### src/tile_mem_macros.svh
/* Tile memory macros: word and address widths, memory depths,
   region codes, response select codes and response FIFO depth */
`ifndef TILE_MEM_MACROS_SVH
`define TILE_MEM_MACROS_SVH

// ====================
// Word and address layout
// ====================
`define WORD_W          32          // Data word width
`define WORD_LSB        2           // Byte offset bits below the word address
`define REGION_W        8           // Region field on top of the fabric address
`define TILE_ID_W       8           // Tile id, same width as region
`define OFFSET_W        24          // Byte offset inside a tile

// ====================
// Memory depths (word address bits)
// ====================
`define IMEM_ADDR_W     13          // 32 KB instruction memory
`define DMEM_ADDR_W     14          // 64 KB data memory

// Region codes seen in address[31:24]
`define IMEM_REGION     8'h01
`define DMEM_REGION     8'h02

// Read response source select
`define RD_SEL_NONE     2'd0        // Unmapped, answers zero
`define RD_SEL_IMEM     2'd1
`define RD_SEL_DMEM     2'd2

`define RSP_FIFO_DEPTH  4           // Read response queue entries

`endif

### src/tile_mem_pkg.sv
/* Tile memory package: fabric opcode, tile id, fabric address union
   and the fabric transaction struct */
`default_nettype none

`include "tile_mem_macros.svh"

package tile_mem_pkg;

    // ====================
    // Fabric opcodes
    // ====================
    typedef enum logic [1:0] {
        WR     = 2'b00,     // Full word write
        RD     = 2'b01,     // Read request
        RD_RSP = 2'b10      // Read response back to requestor
    } t_opcode;

    typedef logic [`TILE_ID_W-1:0] t_tile_id;

    // Request side view of the address
    typedef struct packed {
        logic [`REGION_W-1:0] region;   // Selects IMEM / DMEM
        logic [`OFFSET_W-1:0] offset;   // Byte offset
    } t_mem_view;

    // Response side view of the address
    typedef struct packed {
        t_tile_id             tile;     // Target tile of the response
        logic [`OFFSET_W-1:0] offset;   // Same offset as the request
    } t_rsp_view;

    // ====================
    // One address word, two decodings
    // ====================
    // Decode reads mem, result writes rsp
    typedef union packed {
        t_mem_view mem;
        t_rsp_view rsp;
    } t_fabric_addr;

    // Fabric transaction, 74 bits
    typedef struct packed {
        t_fabric_addr       address;
        logic [`WORD_W-1:0] data;
        t_opcode            opcode;
        t_tile_id           requestor_id;   // Who asked, or who answers
    } t_tile_trans;

endpackage

`default_nettype wire

### src/mem_req_if.sv
/* Decoded fabric request from decode to the memory array */
`default_nettype none
`timescale 1ns/1ps

`include "tile_mem_macros.svh"

interface mem_req_if;
    import tile_mem_pkg::*;

    // ====================
    // Request signals
    // ====================
    logic                    imem_wr;      // Write strobe to instruction memory
    logic                    dmem_wr;      // Write strobe to data memory
    logic                    rd;           // Fabric read strobe
    logic [1:0]              rd_sel;       // IMEM / DMEM / none
    logic [`DMEM_ADDR_W-1:0] word_addr;    // Widest word address, IMEM uses low bits
    logic [`WORD_W-1:0]      wr_data;      // Full word, no byte enables
    t_fabric_addr            rsp_target;   // Where the read response goes

    // Decode side
    modport dec (
        output imem_wr,
        output dmem_wr,
        output rd,
        output rd_sel,
        output word_addr,
        output wr_data,
        output rsp_target
    );

    // Memory side
    modport exe (
        input imem_wr,
        input dmem_wr,
        input rd,
        input rd_sel,
        input word_addr,
        input wr_data,
        input rsp_target
    );

endinterface

`default_nettype wire

### src/fabric_req_decode.sv
/* Fabric request decode: region match, memory write strobes,
   read strobe with source select and the response target */
`default_nettype none
`timescale 1ns/1ps

`include "tile_mem_macros.svh"

module fabric_req_decode (
    input  logic                      in_valid,     // One cycle strobe
    input  tile_mem_pkg::t_tile_trans in_trans,
    mem_req_if.dec                    req
);
    import tile_mem_pkg::*;

    logic imem_hit;
    logic dmem_hit;
    logic is_wr;
    logic is_rd;

    // ====================
    // Region match
    // ====================
    // Exact code compare on the mem view
    assign imem_hit = (in_trans.address.mem.region == `IMEM_REGION);
    assign dmem_hit = (in_trans.address.mem.region == `DMEM_REGION);

    assign is_wr = in_valid && (in_trans.opcode == WR);
    assign is_rd = in_valid && (in_trans.opcode == RD);

    // ====================
    // Memory strobes
    // ====================
    assign req.imem_wr = is_wr && imem_hit;     // Unmapped writes dropped
    assign req.dmem_wr = is_wr && dmem_hit;
    assign req.rd      = is_rd;                 // Every read gets an answer

    always_comb begin
        if (imem_hit) begin
            req.rd_sel = `RD_SEL_IMEM;
        end else if (dmem_hit) begin
            req.rd_sel = `RD_SEL_DMEM;
        end else begin
            req.rd_sel = `RD_SEL_NONE;          // Zero data response
        end
    end

    // Word address, drop byte bits
    assign req.word_addr = in_trans.address.mem.offset[`DMEM_ADDR_W+`WORD_LSB-1:`WORD_LSB];
    assign req.wr_data   = in_trans.data;

    // ====================
    // Response target
    // ====================
    // Requestor id goes in the tile field, offset kept
    assign req.rsp_target.rsp.tile   = in_trans.requestor_id;
    assign req.rsp_target.rsp.offset = in_trans.address.mem.offset;

    // Only writes and reads are meant for a memory tile
    always_comb begin
        assert (!in_valid || (in_trans.opcode inside {WR, RD}))
            else $error("fabric_req_decode: opcode %h not WR or RD", in_trans.opcode);
    end

endmodule

`default_nettype wire

### src/flat_wrapper.sv
// flat-port wrapper written by rule: the top's interface ports become plain ports
module fabric_req_decode_flat import tile_mem_pkg::*;
  (in_valid, in_trans, req_imem_wr, req_dmem_wr, req_rd, req_rd_sel, req_word_addr, req_wr_data, req_rsp_target);
  mem_req_if req_i ();
  input  logic in_valid;
  input  tile_mem_pkg::t_tile_trans in_trans;
  output wire logic [$bits(req_i.imem_wr)-1:0] req_imem_wr;
  output wire logic [$bits(req_i.dmem_wr)-1:0] req_dmem_wr;
  output wire logic [$bits(req_i.rd)-1:0] req_rd;
  output wire logic [$bits(req_i.rd_sel)-1:0] req_rd_sel;
  output wire logic [$bits(req_i.word_addr)-1:0] req_word_addr;
  output wire logic [$bits(req_i.wr_data)-1:0] req_wr_data;
  output wire logic [$bits(req_i.rsp_target)-1:0] req_rsp_target;
  assign req_imem_wr = req_i.imem_wr;
  assign req_dmem_wr = req_i.dmem_wr;
  assign req_rd = req_i.rd;
  assign req_rd_sel = req_i.rd_sel;
  assign req_word_addr = req_i.word_addr;
  assign req_wr_data = req_i.wr_data;
  assign req_rsp_target = req_i.rsp_target;
  fabric_req_decode u_core (.in_valid(in_valid), .in_trans(in_trans), .req(req_i));
endmodule
### config.mk
export PLATFORM = sky130hd
export DESIGN_NAME = fabric_req_decode_flat
export DESIGN_NICKNAME = d
export VERILOG_FILES = /design/src/tile_mem_pkg.sv /design/src/mem_req_if.sv /design/src/fabric_req_decode.sv /design/src/flat_wrapper.sv
export VERILOG_INCLUDE_DIRS = /design/src /design/src/src
export SDC_FILE = /design/constraint.sdc
export NUM_CORES = 1
export LEC_CHECK = 0
export ABC_AREA = 1
export BUFFER_PORTS_ARGS = -buffer_cell sky130_fd_sc_hd__buf_2
export CAP_MARGIN = 20
export CORE_MARGIN = 5
export CORE_UTILIZATION = 22
export DETAILED_ROUTE_END_ITERATION = 12
export PLACE_DENSITY_LB_ADDON = 0.25
export SKIP_LAST_GASP = 1
export SLEW_MARGIN = 20
export SYNTH_ARGS = -nofsm -noshare
export SYNTH_HDL_FRONTEND = slang
export SYNTH_SLANG_ARGS = --single-unit
### constraint.sdc
create_clock -name vclk -period 0.8
set_input_delay 0.04 -clock vclk [all_inputs]
set_output_delay 0.04 -clock vclk [all_outputs]
set_load 0.01 [all_outputs]
Word-level counts from Yosys, hierarchy flattened
Cells that the tools add are included.
Word-level totals
  memory bits (read-only): 0
  register bits: 0
  bits in latches: 0
  logic and storage cells: 10
  output and inout bits: 83
  memories: 0
  RAM bits: 0
  bits of input ports: 75
Operators by class
  magnitude comparators: 0
  bitwise logic cells: 0
  shift operators: 0
  multipliers: 0
  div/mod/pow operators: 0
  reductions and logical operators: 5
  mux-type cells: 2
  equal/unequal tests: 3
  add/sub/neg operators: 0
Operators with widths (count)
  $eq A8 B1 Y1 const B: 1
  $eq A8 B2 Y1 const B: 1
  $logic_and A1 B1 Y1: 4
  $mux W2: 2
  $eq A2 B1 Y1 const B: 1
  $logic_not A2 Y1: 1

Logic depth before layout (Yosys ltp)
Gate-level depths: netlist (run 1).
  word-level depth: 3
  gate-level depth with buffers: 6
  mapped depth without buffers: 5

Least setup slack after synthesis (run 1)
OpenSTA, ideal clock, no wires.
  kind: input-to-output
  from: input in_trans[70] (netlist name)
  to: output req_dmem_wr
  setup slack: 0.302 ns
  cell stages on the path: 5
  arrival: 0.458 ns
  data required time: 0.760 ns
  path buffers: 0
  cell sequence: inv_1 -> nand2_1 -> nor2_2 -> nand2_1 -> nor2_1
On the way
  cells in the longest elaborated chain, start to end: 2
RTL lines
  start, declared: line flat_wrapper.sv:6  | input tile_mem_pkg::t_tile_trans in_trans;
  $eq A8 B2 Y1 (no line)
  $logic_and A1 B1 Y1: line fabric_req_decode.sv:34  | assign req.dmem_wr = is_wr && dmem_hit;
  end, declared: line flat_wrapper.sv:8  | output wire logic [$bits(req_i.dmem_wr)-1:0] req_dmem_wr;
Every way passes these cells.

Final worst setup path (run 1)
  from: input in_trans[72] (netlist name)
  to: output req_imem_wr
On the way
  cells in the longest elaborated chain, start to end: 2
RTL lines
  $eq A8 B1 Y1 (no line)
  $logic_and A1 B1 Y1: line fabric_req_decode.sv:33  | assign req.imem_wr = is_wr && imem_hit;
  end, declared: line flat_wrapper.sv:7  | output wire logic [$bits(req_i.imem_wr)-1:0] req_imem_wr;
Every way passes these cells.

==> results of run 1 <==
cell type report:
class,count,area [µm²],area share
Tap cell,44,55.05,0.2245
Timing Repair Buffer,16,80.08,0.3265
Multi-Input combinational cell,16,72.57,0.2959
Inverter,10,37.54,0.1531
worst max-delay path: cells and delay by family:
kind | cells | cell delay, ns
buf+inv | 3 | 0.28
simple gates | 4 | 0.33
power groups by stage:
stage	clock network [mW]	logic (mW)	registers (mW)
after floorplan	0	0.424	0
after CTS	0	0.0556	0
final	0	0.0593	0
after detailed placement	0	0.0554	0
after global placement	0	0.0554	0
after global routing	0	0.0695	0
layout by cell type, fill, tap and decap left out:
master,instances
buf_2,16
inv_1,10
nand2_1,7
nand2_2,2
nor2_1,6
nor2_4,1
layer usage:
metal	vias up	global-route usage
li1	100	-
met1	86	0.01815
met2	39	0.05081
met3	36	0.05272
met4	0	0.08122
met5	-	0
cells in the mapped netlist:
cell type	count	share of area
buf_4	79	0.86
inv_1	10	0.054
nand2_1	9	0.049
nor2_1	6	0.032
nor2_2	1	0.0090
cell families after synthesis:
| logic type | synth area share |
|---|---|
| AND/OR/NAND/NOR | 0.09025 |
| buffers and inverters | 0.9098 |
repair_timing:
item | 4_1_cts | 5_1_grt
setup endpoints to repair | 0 | 1
buffers inserted | 0 | 0
gates resized for setup | 0 | 3
how the worst max path moves through the flow:
| stage | slack [ns] | cells past startpoint | to |
|---|---|---|---|
| final | 0.1 | 7 | req_imem_wr |
| after global routing | 0.003 | 7 | req_imem_wr |
| after CTS | 0.10 | 7 | req_imem_wr |
| after detailed placement | 0.10 | 7 | req_imem_wr |
| after global placement | 0.1 | 7 | req_imem_wr |
| after floorplan | 0.30 | 5 | req_dmem_wr |
==> out/results.ini, run 1 <==
[grt]
grt_pass1_wl_um = 1469
grt_pass1_vias = 296
track_usage = 0.04276
grt_max_degree = 3
grt.overflow.total = 0
antenna_found_initial = 0

[worst_setup_path]
critPathLaunchType = input port
path_cells = buf_2, inv_1, nand2_2, nor2_4, nand2_2, nor2_1, buf_2
max_stage_delay_ns = 0.13
arrival_ns = 0.66
critPathCaptureType = output port
path_class = in -> out
critPathSlowestCell = buf_2
required_ns = 0.76
path_max_fanout = 2
cp-startpoint = in_trans[72]

[placement]
place_ws_ns = 0.1020
port_buffers = 16
dp_cells = 86
gp_congestion = 0.7175
place_area_um2 = 235.2
dpl.hpwl_um = 952.8

[layout]
num-nets-final = 119
seqCellArea_um2 = 0
final_cells = 86
fin_area_um2 = 245.2
postLayoutCoreUtil = 0.08099
fillers = 366
syn_to_final_growth_pct = -64.62
diodes = 0
seq_cells = 0
clkbuf_count = 0
drive_gt1_frac = 0.4524

[timing]
min_period_ns = 0.7001
max_freq_mhz = 1428
layout_setup_ws_ns = 0.09991
slew_headroom = 0.9174
slew_viol_final = 0
final-hold-violation-count = 0
tightest_slew_ns = 0.1235
hold_ws_ns = 0.08000
finalCritPeriodShare = 0.8751
rsz0062_at_grt = false
fin_tns_setup_ns = 0
setup_viol = 0

[power]
p_int_uw = 30.28
power.leakage_nw = 0.1599
pwr-share-seq = 0
pwr-share-clk = 0
fin_total_pwr_uw = 59.33
pwr-share-comb = 1.000
peakVddDrop_mv = 0.03412
p_sw_frac = 0.4897
switchingPower_uw = 29.05
p_per_area_mw_per_mm2 = 241.9

[die]
top_level_ports = 158
die_area_mm2 = 0.004373
die_x_um = 66.13
fp-row-count = 20
design.core.area_mm2 = 0.003028
start_util = 0.2289
die_h_um = 66.13

[hold_path]
whs_endpoint = req_rsp_target[19]
hp-class = in -> out
whs_path_depth = 0
hp-start = in_trans[61]

[routing]
maxUsedRoutingLayer = met4
ant_nets = 0
drcViolationCount = 0
drtIter0Drc = 4
wirelength_met1_um = 144
met2RoutedLength_um = 451
avgRoutedWirePerCell_um = 13.03
drtPass1Iterations = 4
vias_per_cell = 3.035
wl_um = 1121
wl_met3_um = 331
dr_total_vias = 261

[synth]
synth.distinct_cells = 5
synth_cells = 105
synth_nets = 180
avgSynthCellArea_um2 = 6.602
seq_area_frac_synth = 0
yosys_warnings = 0
syn_area_um2 = 693.2

[cts]
cts_hold_buf = 0

[run]
maxCapViolations = 0

[outcome]
outcome = finished clean

No activity file was read; power rests on OpenSTA's default activity.
==> run 2, diff against run 1 <==
--- a/config.mk
+++ b/config.mk
@@ -9,5 +9,5 @@
 export ABC_AREA = 1
 export BUFFER_PORTS_ARGS = -buffer_cell sky130_fd_sc_hd__buf_2
-export CAP_MARGIN = 20
+export CAP_MARGIN = 10
 export CORE_MARGIN = 5
 export CORE_UTILIZATION = 22
==> constraint.sdc (replaced) <==
create_clock -name vclk -period 0.8
set_input_delay 0.04 -clock vclk [all_inputs]
set_output_delay 0.04 -clock vclk [all_outputs]
set_load 0.005 [all_outputs]
==> out/results.ini, run 2 (synthesized netlist as in run 1, its figures left out) <==
[outcome]
outcome = finished clean  ; unchanged

[hold_path]
hp-class = in -> out  ; unchanged
hp-start = in_trans[61]  ; unchanged

[power]
p_sw_frac = 0.4599  ; was 0.4897
fin_total_pwr_uw = 53.70  ; was 59.33 µW
power.leakage_nw = 0.1584  ; was 0.1599 nW
p_per_area_mw_per_mm2 = 228.3  ; was 241.9 mW/mm²
pwr-share-comb = 1.000  ; about the same
pwr-share-clk = 0  ; about the same
peakVddDrop_mv = 0.03191  ; was 0.03412 mV
p_int_uw = 29.00  ; was 30.28 µW
switchingPower_uw = 24.70  ; was 29.05 µW
pwr-share-seq = 0  ; about the same

[routing]
wl_um = 1115  ; was 1121 µm
vias_per_cell = 3.023  ; was 3.035
drtPass1Iterations = 2  ; was 4
drcViolationCount = 0  ; unchanged
drtIter0Drc = 2  ; was 4
ant_nets = 0  ; unchanged
dr_total_vias = 260  ; was 261
avgRoutedWirePerCell_um = 12.97  ; was 13.03 µm

[layout]
seqCellArea_um2 = 0  ; unchanged
fillers = 366  ; unchanged
clkbuf_count = 0  ; unchanged
seq_cells = 0  ; unchanged
diodes = 0  ; unchanged
postLayoutCoreUtil = 0.07769  ; was 0.08099
drive_gt1_frac = 0.4048  ; was 0.4524
syn_to_final_growth_pct = -66.06  ; was -64.62%
layout_commonest_cell = buf_2  ; unchanged
final_cell_mix = buf_2, inv_1, nand2_1  ; unchanged
num-nets-final = 119  ; unchanged

[run]
maxCapViolations = 0  ; unchanged

[grt]
grt_pass1_wl_um = 1469  ; unchanged
grt.overflow.total = 0  ; unchanged
track_usage = 0.04276  ; unchanged
grt_max_degree = 3  ; unchanged
antenna_found_initial = 0  ; unchanged
grt_pass1_vias = 296  ; unchanged

[die]
fp-row-count = 20  ; unchanged
die_area_mm2 = 0.004373  ; unchanged
die_x_um = 66.13  ; unchanged
design.core.area_mm2 = 0.003028  ; unchanged
top_level_ports = 158  ; unchanged
die_h_um = 66.13  ; unchanged
start_util = 0.2289  ; unchanged

[worst_setup_path]
critPathCaptureType = output port  ; unchanged
cp-startpoint = in_trans[71]  ; was in_trans[72]
path_max_fanout = 2  ; unchanged
required_ns = 0.76  ; about the same
critPathLaunchType = input port  ; unchanged
path_class = in -> out  ; unchanged
arrival_ns = 0.63  ; was 0.66 ns

[timing]
slew_headroom = 0.9395  ; was 0.9174
final-hold-violation-count = 0  ; unchanged
rsz0062_at_grt = false  ; unchanged
setup_viol = 0  ; unchanged
tightest_slew_ns = 0.09045  ; was 0.1235 ns
finalCritPeriodShare = 0.8388  ; was 0.8751
max_freq_mhz = 1490  ; was 1428 MHz
slew_viol_final = 0  ; unchanged
min_period_ns = 0.6710  ; was 0.7001 ns
fin_tns_setup_ns = 0  ; unchanged

[placement]
dpl.hpwl_um = 952.8  ; unchanged
port_buffers = 16  ; unchanged
gp_congestion = 0.7175  ; unchanged

[cts]
postCtsSetupBuffers = 0  ; unchanged
cts-resized-gates = 0  ; unchanged
cts_hold_buf = 0  ; unchanged

run 2: cell counts in the layout (fill, tap and decap cells not counted):
Identical to the previous run, type by type.
run 2: worst max-delay path: stages:
cell	delay, ns
buf_2	0.10
inv_1	0.04
nand2_1	0.05
nor2_2	0.11
nand2_1	0.08
nor2_1	0.09
buf_2	0.12
run 2: power by group through the flow:
stage / registers (mW) / clock network [mW] / logic (mW)
after CTS: 0 / 0 / 0.0547
final: 0 / 0 / 0.0537
after floorplan: 0 / 0 / 0.337
after global placement: 0 / 0 / 0.0544
after global routing: 0 / 0 / 0.0636
after detailed placement: 0 / 0 / 0.0545
run 2: cell type report:
cell class	instances	area (µm²)	area share
Inverter	10	37.54	0.1596
Multi-Input combinational cell	16	62.56	0.2660
Tap cell	44	55.05	0.2340
Timing Repair Buffer	16	80.08	0.3404
run 2: worst paths after layout:
| path | end | slack [ns] | cells after the start |
|---|---|---|---|
| min | req_rsp_target[19] | 0.08 | 0 |
| max | req_imem_wr | 0.13 | 7 |
run 2: per-layer routing:
layer  routed length, µm  GRT usage  vias up
li1                    -          -      100
met1                 146    0.01815       85
met2                 442    0.05081       39
met3                 331    0.05272       36
met4                 195    0.08122        0
met5                   0          0        -
run 2: stage by stage:
step / cells / setup WS [ns] / hold WS, ns / instance area, µm²
finish: 86 / 0.1290 / 0.08000 / 235.2
CTS: 86 / 0.1198 / 0.08003 / 235.2
detailed placement: 86 / 0.1198 / 0.08003 / 235.2
global placement: 86 / 0.1139 / 0.08003 / 235.2
floorplan: 105 / 0.3320 / 0.1111 / 693.2
global route: 86 / 0.01208 / 0.08001 / 235.2
